### config.mk
export PLATFORM = sky130hd
export DESIGN_NAME = rv_core
export DESIGN_NICKNAME = d
export VERILOG_FILES = /design/src/rtl/rv_isa_pkg.sv /design/src/rtl/rv_pipe_pkg.sv /design/src/rtl/rv_fetch.sv /design/src/rtl/rv_regfile.sv /design/src/rtl/rv_decode.sv /design/src/rtl/rv_execute.sv /design/src/rtl/rv_core.sv
export SDC_FILE = /design/constraint.sdc
export NUM_CORES = 2
export LEC_CHECK = 0
export ABC_AREA = 0
export BUFFER_PORTS_ARGS = -buffer_cell sky130_fd_sc_hd__buf_2
export CAP_MARGIN = 20
export CORE_MARGIN = 1.5
export CORE_UTILIZATION = 45
export CTS_BUF_LIST = sky130_fd_sc_hd__clkbuf_8
export DETAILED_ROUTE_END_ITERATION = 16
export HOLD_SLACK_MARGIN = 0.15
export PLACE_DENSITY = 0.66
export SKIP_LAST_GASP = 1
export SYNTH_ARGS = -nofsm -noshare
export SYNTH_HDL_FRONTEND = slang
export SYNTH_SLANG_ARGS = --single-unit
### constraint.sdc
create_clock -name clk -period 6 [get_ports clk]
set_input_delay 0.6 -clock clk [delete_from_list [all_inputs] [get_ports clk]]
set_output_delay 0.6 -clock clk [all_outputs]
set_load 0.02 [all_outputs]
### src/rtl/rv_isa_pkg.sv
package rv_isa_pkg;

  // word and address width
  localparam int XLEN = 32;

  typedef logic [4:0] reg_idx_t;

  // only the major opcodes this core executes
  typedef enum logic [6:0] {
    OPC_OP     = 7'b0110011,
    OPC_OP_IMM = 7'b0010011,
    OPC_BRANCH = 7'b1100011
  } opcode_e;

  // funct3 for alu ops, shared by reg-reg and reg-imm forms
  localparam logic [2:0] F3_ADD_SUB = 3'b000;
  localparam logic [2:0] F3_SLT     = 3'b010;
  localparam logic [2:0] F3_XOR     = 3'b100;
  localparam logic [2:0] F3_OR      = 3'b110;
  localparam logic [2:0] F3_AND     = 3'b111;

  // funct3 for branches
  localparam logic [2:0] F3_BEQ = 3'b000;
  localparam logic [2:0] F3_BNE = 3'b001;

  // funct7, sub only differs in bit 30
  localparam logic [6:0] F7_BASE = 7'b0000000;
  localparam logic [6:0] F7_SUB  = 7'b0100000;

  typedef struct packed {
    logic [6:0] funct7;
    reg_idx_t   rs2;
    reg_idx_t   rs1;
    logic [2:0] funct3;
    reg_idx_t   rd;
    logic [6:0] opcode;
  } r_fmt_t;

  typedef struct packed {
    logic [11:0] imm;
    reg_idx_t    rs1;
    logic [2:0]  funct3;
    reg_idx_t    rd;
    logic [6:0]  opcode;
  } i_fmt_t;

  // offset bits are scattered, reassembled in decode
  typedef struct packed {
    logic       imm12;
    logic [5:0] imm10_5;
    reg_idx_t   rs2;
    reg_idx_t   rs1;
    logic [2:0] funct3;
    logic [3:0] imm4_1;
    logic       imm11;
    logic [6:0] opcode;
  } b_fmt_t;

  // one instruction word, three views
  typedef union packed {
    r_fmt_t r;
    i_fmt_t i;
    b_fmt_t b;
  } instr_u;

endpackage

### src/rtl/rv_pipe_pkg.sv
package rv_pipe_pkg;

  import rv_isa_pkg::*;

  typedef enum logic [2:0] {
    ALU_ADD,
    ALU_SUB,
    ALU_AND,
    ALU_OR,
    ALU_XOR,
    ALU_SLT
  } alu_op_e;

  // fetch to decode
  typedef struct packed {
    logic            valid;
    logic [XLEN-1:0] pc;
    logic [31:0]     instr;
  } if_id_t;

  // decode to execute
  typedef struct packed {
    logic            valid;
    logic [XLEN-1:0] pc;
    reg_idx_t        rs1_idx;
    reg_idx_t        rs2_idx;
    logic [XLEN-1:0] rs1_data;
    logic [XLEN-1:0] rs2_data;
    logic [XLEN-1:0] imm;
    // second operand from imm instead of rs2
    logic            use_imm;
    alu_op_e         alu_op;
    logic            is_branch;
    // bne when set, beq otherwise
    logic            bne;
    logic [XLEN-1:0] br_off;
    reg_idx_t        rd;
    logic            we;
  } id_ex_t;

  // register file write port and retire record
  typedef struct packed {
    logic            valid;
    logic            we;
    reg_idx_t        rd;
    logic [XLEN-1:0] data;
    logic [XLEN-1:0] pc;
  } wb_t;

  typedef struct packed {
    logic            taken;
    logic [XLEN-1:0] target;
  } redirect_t;

endpackage

### src/rtl/rv_fetch.sv
module rv_fetch
  import rv_pipe_pkg::*;
#(
  parameter logic [31:0] RESET_PC = 32'h0
) (
  input  logic        clk,
  input  logic        rst_i,
  input  redirect_t   redirect_i,
  output logic [31:0] imem_addr_o,
  input  logic [31:0] imem_data_i,
  output if_id_t      fetch_o
);

  logic [31:0] pc_q;

  // branch target wins over sequential step
  always_ff @(posedge clk) begin
    if (rst_i) begin
      pc_q <= RESET_PC;
    end else if (redirect_i.taken) begin
      pc_q <= redirect_i.target;
    end else begin
      pc_q <= pc_q + 32'd4;
    end
  end

  // memory read is combinational from the pc
  assign imem_addr_o = pc_q;

  // word on the wrong path while execute redirects
  assign fetch_o.valid = ~redirect_i.taken;
  assign fetch_o.pc    = pc_q;
  assign fetch_o.instr = imem_data_i;

endmodule

### src/rtl/rv_regfile.sv
module rv_regfile
  import rv_isa_pkg::*;
  import rv_pipe_pkg::*;
(
  input  logic            clk,
  input  logic            rst_i,
  input  reg_idx_t        rs1_idx_i,
  input  reg_idx_t        rs2_idx_i,
  output logic [XLEN-1:0] rs1_data_o,
  output logic [XLEN-1:0] rs2_data_o,
  input  wb_t             wr_i
);

  // x0 has no storage
  logic [XLEN-1:0] regs_q [1:31];
  logic            wr_en;

  assign wr_en = wr_i.valid & wr_i.we & (wr_i.rd != '0);

  always_ff @(posedge clk) begin
    if (rst_i) begin
      for (int i = 1; i < 32; i++) begin
        regs_q[i] <= '0;
      end
    end else if (wr_en) begin
      regs_q[wr_i.rd] <= wr_i.data;
    end
  end

  // same-cycle write shows through to the reader
  function automatic logic [XLEN-1:0] read_port(reg_idx_t idx);
    if (idx == '0) begin
      return '0;
    end else if (wr_en && wr_i.rd == idx) begin
      return wr_i.data;
    end
    return regs_q[idx];
  endfunction

  assign rs1_data_o = read_port(rs1_idx_i);
  assign rs2_data_o = read_port(rs2_idx_i);

endmodule

### src/rtl/rv_decode.sv
module rv_decode
  import rv_isa_pkg::*;
  import rv_pipe_pkg::*;
(
  input  logic      clk,
  input  logic      rst_i,
  input  if_id_t    fetch_i,
  input  redirect_t redirect_i,
  input  wb_t       wb_i,
  output id_ex_t    decode_o
);

  if_id_t          if_id_q;
  instr_u          ins;
  logic [XLEN-1:0] rs1_data;
  logic [XLEN-1:0] rs2_data;

  // IF/ID, only valid sees reset and flush
  always_ff @(posedge clk) begin
    if_id_q.pc    <= fetch_i.pc;
    if_id_q.instr <= fetch_i.instr;
    if (rst_i) begin
      if_id_q.valid <= 1'b0;
    end else begin
      if_id_q.valid <= fetch_i.valid & ~redirect_i.taken;
    end
  end

  assign ins = if_id_q.instr;

  rv_regfile u_regfile (
    .clk        (clk),
    .rst_i      (rst_i),
    .rs1_idx_i  (ins.r.rs1),
    .rs2_idx_i  (ins.r.rs2),
    .rs1_data_o (rs1_data),
    .rs2_data_o (rs2_data),
    .wr_i       (wb_i)
  );

  // funct3 codes with an alu op behind them
  function automatic logic f3_known(logic [2:0] f3);
    return f3 inside {F3_ADD_SUB, F3_SLT, F3_XOR, F3_OR, F3_AND};
  endfunction

  function automatic alu_op_e alu_from_f3(logic [2:0] f3, logic sub);
    case (f3)
      F3_ADD_SUB: return sub ? ALU_SUB : ALU_ADD;
      F3_SLT:     return ALU_SLT;
      F3_XOR:     return ALU_XOR;
      F3_OR:      return ALU_OR;
      F3_AND:     return ALU_AND;
      default:    return ALU_ADD;
    endcase
  endfunction

  always_comb begin
    decode_o          = '0;
    decode_o.valid    = if_id_q.valid;
    decode_o.pc       = if_id_q.pc;
    decode_o.rs1_idx  = ins.r.rs1;
    decode_o.rs2_idx  = ins.r.rs2;
    decode_o.rs1_data = rs1_data;
    decode_o.rs2_data = rs2_data;
    decode_o.rd       = ins.r.rd;
    // same word read as i-type and as b-type
    decode_o.imm      = {{20{ins.i.imm[11]}}, ins.i.imm};
    decode_o.br_off   = {{19{ins.b.imm12}}, ins.b.imm12, ins.b.imm11,
                         ins.b.imm10_5, ins.b.imm4_1, 1'b0};
    case (ins.r.opcode)
      OPC_OP: begin
        decode_o.alu_op = alu_from_f3(ins.r.funct3, ins.r.funct7 == F7_SUB);
        // sub is the only funct7 variant kept
        decode_o.we     = f3_known(ins.r.funct3) &&
                          (ins.r.funct7 == F7_BASE ||
                           (ins.r.funct7 == F7_SUB && ins.r.funct3 == F3_ADD_SUB));
      end
      OPC_OP_IMM: begin
        decode_o.use_imm = 1'b1;
        decode_o.alu_op  = alu_from_f3(ins.i.funct3, 1'b0);
        decode_o.we      = f3_known(ins.i.funct3);
      end
      OPC_BRANCH: begin
        decode_o.is_branch = ins.b.funct3 inside {F3_BEQ, F3_BNE};
        decode_o.bne       = ins.b.funct3 == F3_BNE;
      end
      // anything else passes through as a no-op
      default: ;
    endcase
    // x0 is never written
    if (ins.r.rd == '0) begin
      decode_o.we = 1'b0;
    end
  end

endmodule

### src/rtl/rv_execute.sv
module rv_execute
  import rv_isa_pkg::*;
  import rv_pipe_pkg::*;
(
  input  logic      clk,
  input  logic      rst_i,
  input  id_ex_t    decode_i,
  output redirect_t redirect_o,
  output wb_t       wb_o
);

  id_ex_t          ex_q;
  wb_t             wb_q;
  logic            fwd_rs1;
  logic            fwd_rs2;
  logic [XLEN-1:0] rs1_val;
  logic [XLEN-1:0] rs2_val;
  logic [XLEN-1:0] op_b;
  logic [XLEN-1:0] alu_res;
  logic            rs_eq;

  // ID/EX, drop the younger item when this stage redirects
  always_ff @(posedge clk) begin
    ex_q.pc        <= decode_i.pc;
    ex_q.rs1_idx   <= decode_i.rs1_idx;
    ex_q.rs2_idx   <= decode_i.rs2_idx;
    ex_q.rs1_data  <= decode_i.rs1_data;
    ex_q.rs2_data  <= decode_i.rs2_data;
    ex_q.imm       <= decode_i.imm;
    ex_q.use_imm   <= decode_i.use_imm;
    ex_q.alu_op    <= decode_i.alu_op;
    ex_q.is_branch <= decode_i.is_branch;
    ex_q.bne       <= decode_i.bne;
    ex_q.br_off    <= decode_i.br_off;
    ex_q.rd        <= decode_i.rd;
    ex_q.we        <= decode_i.we;
    if (rst_i) begin
      ex_q.valid <= 1'b0;
    end else begin
      ex_q.valid <= decode_i.valid & ~redirect_o.taken;
    end
  end

  // EX/WB holds the one producer still missing from the regfile read
  assign fwd_rs1 = wb_q.valid & wb_q.we & (wb_q.rd != '0) & (wb_q.rd == ex_q.rs1_idx);
  assign fwd_rs2 = wb_q.valid & wb_q.we & (wb_q.rd != '0) & (wb_q.rd == ex_q.rs2_idx);
  assign rs1_val = fwd_rs1 ? wb_q.data : ex_q.rs1_data;
  assign rs2_val = fwd_rs2 ? wb_q.data : ex_q.rs2_data;
  assign op_b    = ex_q.use_imm ? ex_q.imm : rs2_val;

  always_comb begin
    case (ex_q.alu_op)
      ALU_SUB: alu_res = rs1_val - op_b;
      ALU_AND: alu_res = rs1_val & op_b;
      ALU_OR:  alu_res = rs1_val | op_b;
      ALU_XOR: alu_res = rs1_val ^ op_b;
      ALU_SLT: alu_res = {31'b0, $signed(rs1_val) < $signed(op_b)};
      default: alu_res = rs1_val + op_b;
    endcase
  end

  // branch compare always on the two registers
  assign rs_eq             = rs1_val == rs2_val;
  assign redirect_o.taken  = ex_q.valid & ex_q.is_branch & (ex_q.bne ? ~rs_eq : rs_eq);
  assign redirect_o.target = ex_q.pc + ex_q.br_off;

  // EX/WB, valid and we cleared on reset
  always_ff @(posedge clk) begin
    wb_q.rd   <= ex_q.rd;
    wb_q.data <= alu_res;
    wb_q.pc   <= ex_q.pc;
    if (rst_i) begin
      wb_q.valid <= 1'b0;
      wb_q.we    <= 1'b0;
    end else begin
      wb_q.valid <= ex_q.valid;
      // branches carry we low from decode
      wb_q.we    <= ex_q.valid & ex_q.we;
    end
  end

  assign wb_o = wb_q;

endmodule

### src/rtl/rv_core.sv
module rv_core
  import rv_isa_pkg::*;
  import rv_pipe_pkg::*;
#(
  parameter logic [31:0] RESET_PC = 32'h0
) (
  input  logic        clk,
  input  logic        rst_i,
  output logic [31:0] imem_addr_o,
  input  logic [31:0] imem_data_i,
  output logic        retire_valid_o,
  output logic        retire_we_o,
  output logic [31:0] retire_pc_o,
  output reg_idx_t    retire_rd_o,
  output logic [31:0] retire_data_o
);

  if_id_t    fetch;
  id_ex_t    decode;
  redirect_t redirect;
  wb_t       wb;

  rv_fetch #(
    .RESET_PC (RESET_PC)
  ) u_fetch (
    .clk         (clk),
    .rst_i       (rst_i),
    .redirect_i  (redirect),
    .imem_addr_o (imem_addr_o),
    .imem_data_i (imem_data_i),
    .fetch_o     (fetch)
  );

  rv_decode u_decode (
    .clk        (clk),
    .rst_i      (rst_i),
    .fetch_i    (fetch),
    .redirect_i (redirect),
    .wb_i       (wb),
    .decode_o   (decode)
  );

  rv_execute u_execute (
    .clk        (clk),
    .rst_i      (rst_i),
    .decode_i   (decode),
    .redirect_o (redirect),
    .wb_o       (wb)
  );

  // retire record is the regfile write itself
  assign retire_valid_o = wb.valid;
  assign retire_we_o    = wb.we;
  assign retire_pc_o    = wb.pc;
  assign retire_rd_o    = wb.rd;
  assign retire_data_o  = wb.data;

endmodule

==> impl_metrics.csv <==
group,metric,value,unit
run_status,status,"finished clean",
global_routing,grt_usage,28.75,%
cells_and_area,fill_cells,13430,
power,powerDensity,309.8,mW/mm²
floorplanning,initial_core_util,45.28,%
sta,hold_viol_final,0,
clock_tree,cts.sinks,1318,
logic_synthesis,synth_area_leader_cell,"edfxtp_1",
global_routing,grt_max_degree,125,
cells_and_area,instances_no_fill,7692,
min_path,holdPathEnd,"u_decode.ins[5]$_DFF_P_",
critical_path,cp_max_fo,19,
logic_synthesis,synth_most_common_cell,"edfxtp_1",
min_path,min_path_cells,2,
logic_synthesis,synth_top_area_share,43.52,%
global_routing,antenna_found_initial,12,
routing,top_layer_used,"met5",
logic_synthesis,ys_top_cells_by_count,"edfxtp_1 (1024), nor3_1 (935), mux4_2 (640), clkbuf_1 (464), dfxtp_1 (294)",
flow_run,cap_violations,0,
power,power_switching,8175,µW
clock_tree,cts_buffers,217,
routing,initialDrtViolationCount,7107,
critical_path,cp.required,6900,ps
sta,period_share,94.08,%
logic_synthesis,async_reset_ff_share,0,%
sta,slew_headroom,24.22,%
logic_synthesis,yosysSeqAreaShare,51.85,%
critical_path,crit_arrival,6540,ps
critical_path,rr_startpoint,"u_execute.wb_o[65]$_DFF_P_",
global_routing,grt_pass1_vias,49930,
power,p_seq_share,44.9,%
cells_and_area,fin_area,0.07848,mm²
sta,fin_skew,92.28,ps
sta,tightest_slew,1137,ps
routing,routedWlPerCell,30.16,µm
placement,hpwl,145.2,mm
cells_and_area,layout-drive-gt1-share,24.17,%
logic_synthesis,syn_inst,5442,
clock_tree,clk_path_buf_depth,3,
placement,gp_congestion,0.9363,
logic_synthesis,yosysUniqueCellTypes,83,
global_routing,grt_pass1_wl,335.9,mm
critical_path,r2r.worst_path.cells,19,
min_path,hp-start,"imem_data_i[5]",
critical_path,critPathLaunchType,"flop",
routing,dr_wl_met2,106.7,mm
routing,wl_met1,85.08,mm
power,peakVddDrop,0.2769,mV
clock_tree,root_buffer,"clkbuf_8",
power,comb_power_share,22.5,%
logic_synthesis,synth-main-ff-cell,"edfxtp_1",
routing,ant_nets,0,
sta,timing.fmax,177.1,MHz
logic_synthesis,syn_area,0.07065,mm²
logic_synthesis,synth_edf_count,1024,
floorplanning,die_h,399.2,µm
power,power,24310,µW
critical_path,end_kind,"flop",
floorplanning,die_area,0.1594,mm²
floorplanning,die_w,399.2,µm
critical_path,rrSetupSlack,360,ps
power,clkPwrFrac,32.5,%
floorplanning,ioPinCount,137,
clock_tree,cts_tree,"yes",
routing,drt_wl_total,232.0,mm
routing,num_vias,51510,
routing,first_pass_iters,5,
floorplanning,floorplan.rows,145,
critical_path,slowest_delay,620,ps
placement,placedCellCount,7250,
power,p_leak,0.02747,µW
critical_path,r2r_end,"u_execute.wb_o[63]$_DFF_P_",
routing,via_per_inst,6.696,
global_routing,overflow,0,
logic_synthesis,synth.area.top_cells,"edfxtp_1 (44%), mux4_2 (20%), dfxtp_1 (8.3%)",
logic_synthesis,yosys_register_bits,1318,
clock_tree,clock_latency,1020,ps
sta,setup_violations,0,
placement,placed_area,0.07379,mm²
critical_path,cp_slowest_cell,"dfxtp_1",
floorplanning,core,0.1560,mm²
sta,rsz0062_at_grt,"false",
sta,finalMaxSlewViolations,0,
critical_path,path_class,"reg -> reg",
cells_and_area,area_delta_synth_final,11.07,%
routing,route.detailed.drc,0,
clock_tree,path_clk_slew,80,ps
sta,setup_tns,0,ps
logic_synthesis,yosys_warnings,0,
critical_path,crit_chain,"nor2_1 > a211oi_2 > nand2_2 > buf_4 > nor2_1 > a21oi_1 > o21ai_0 > inv_1 > ha_1 > o21ba_2 > o21bai_1 > a221o_1 > nand4_1 > nand2_1 > a221oi_1 > a211oi_1 > a2111oi_2 > a311o_1 > a21oi_1",
power,swShare,33.62,%
sta,period_needed,5645,ps
sta,hold-worst-slack,235.0,ps
cells_and_area,nets,5610,
logic_synthesis,postSynthAreaPerCell,12.98,µm²
power,power.internal,16140,µW
placement,io_buffers,136,
routing,routed-wl-met3,29.39,mm
min_path,hold_path.class,"in -> reg",
clock_tree,cts_max_level,4,
## worst max-delay path by stage
stage / start / to / slack [ps]
2_1_floorplan: u_execute.wb_o[64]$_DFF_P_ / u_execute.wb_o[58]$_DFF_P_ / 800
3_5_place_dp: u_execute.wb_o[65]$_DFF_P_ / u_execute.wb_o[63]$_DFF_P_ / 460
3_3_place_gp: u_execute.wb_o[65]$_DFF_P_ / u_execute.wb_o[63]$_DFF_P_ / 580
4_1_cts: u_execute.wb_o[65]$_DFF_P_ / u_execute.wb_o[32]$_DFF_P_ / 480
5_1_grt: u_execute.wb_o[65]$_DFF_P_ / u_execute.wb_o[32]$_DFF_P_ / 50
6_report: u_execute.wb_o[65]$_DFF_P_ / u_execute.wb_o[63]$_DFF_P_ / 360
## power by group through the flow
| stage | Clock (µW) | Sequential, µW | Combinational (µW) |
|---|---|---|---|
| after floorplan | 0 | 10900 | 3290 |
| after global placement | 0 | 11100 | 5250 |
| after detailed placement | 0 | 11100 | 5300 |
| after CTS | 7980 | 10900 | 5330 |
| after global routing | 8350 | 11000 | 5740 |
| final | 7910 | 10900 | 5480 |
## layout make-up
class	count	area (µm²)	area share, %
antenna	4	10.01	0.01275
clock buffer	240	3303	4.209
clock inverter	163	1003	1.279
inverter	152	571.8	0.7286
multi-input combinational	3395	31550	40.21
sequential	1318	36680	46.73
tap	2058	2575	3.281
timing repair buffer	362	2786	3.551
## layer usage
| layer | GRT usage, % | vias up |
|---|---|---|
| met5 | 0 | - |
| met4 | 12.38 | 4 |
| met3 | 8.018 | 628 |
| li1 | - | 21310 |
| met1 | 38.12 | 26050 |
| met2 | 44.37 | 3518 |
## metrics by stage
stage / util (%) / worst slack (ps)
2_1_floorplan: - / 802.7
3_3_place_gp: 47.24 / 576.9
3_5_place_dp: 47.29 / 464.5
4_1_cts: 50.26 / 476.7
5_1_grt: 50.30 / 46.15
6_report: 50.30 / 355.0
## state kept, by name, summed over array words and instances, names as in the netlist
register and flops:
u_decode.decode_o 33, u_decode.u_regfile.regs_q 1024, u_execute.wb_o 71, u_fetch.imem_addr_o 32, u_decode.ins 32, u_execute.ex_q 126
## logic make-up (layout without fill, tap and decap cells)
kind of cell	count (synthesis)	count (layout)	synth area share, %
AND/OR/NAND/NOR	1650	1650	11.57
adder cells (fa/ha/maj)	130	130	2.334
multiplexers	725	725	21.61
buffers and inverters	760	917	4.316
other	1	36	0.005308
AO/OA/AOI/OAI	746	746	6.921
XOR/XNOR	112	112	1.388
flip-flops	1318	1318	51.85
## cells in the final DEF, fill, tap and decap left out, drive strengths merged, types with 16 or more instances in the layout
master,instances
nor2b,16
a221o,34
clkinv,105
o31ai,29
xnor2,49
nand3,43
mux2i,81
conb,32
nand2b,17
nor3,935
and3,22
a21o,24
o221ai,32
nor2,212
edfxtp,1024
a31oi,24
mux4,640
ha,127
xor2,63
clkbuf,240
o22a,18
o22ai,22
dfxtp,294
inv,199
a211oi,44
o21ai,202
and2,133
dlygate4sd3,33
nand4,17
buf,329
a21oi,185
nand2,190
## critical path, delay by kind of cell (launching register included)
| family | cells | cell delay, ps |
|---|---|---|
| flops | 1 | 620 |
| fa+ha+maj | 1 | 200 |
| compound gates | 11 | 3260 |
| buf+inv | 2 | 480 |
| simple gates | 5 | 1000 |
## what timing repair did
item | 4_1_cts | 5_1_grt
gates resized for setup | 0 | 1
setup buffers | 0 | 0
setup endpoints to repair | 0 | 1
hold endpoints to repair | 33 | 0
hold buffers | 33 | 0
(Power assumes the default switching activity.)
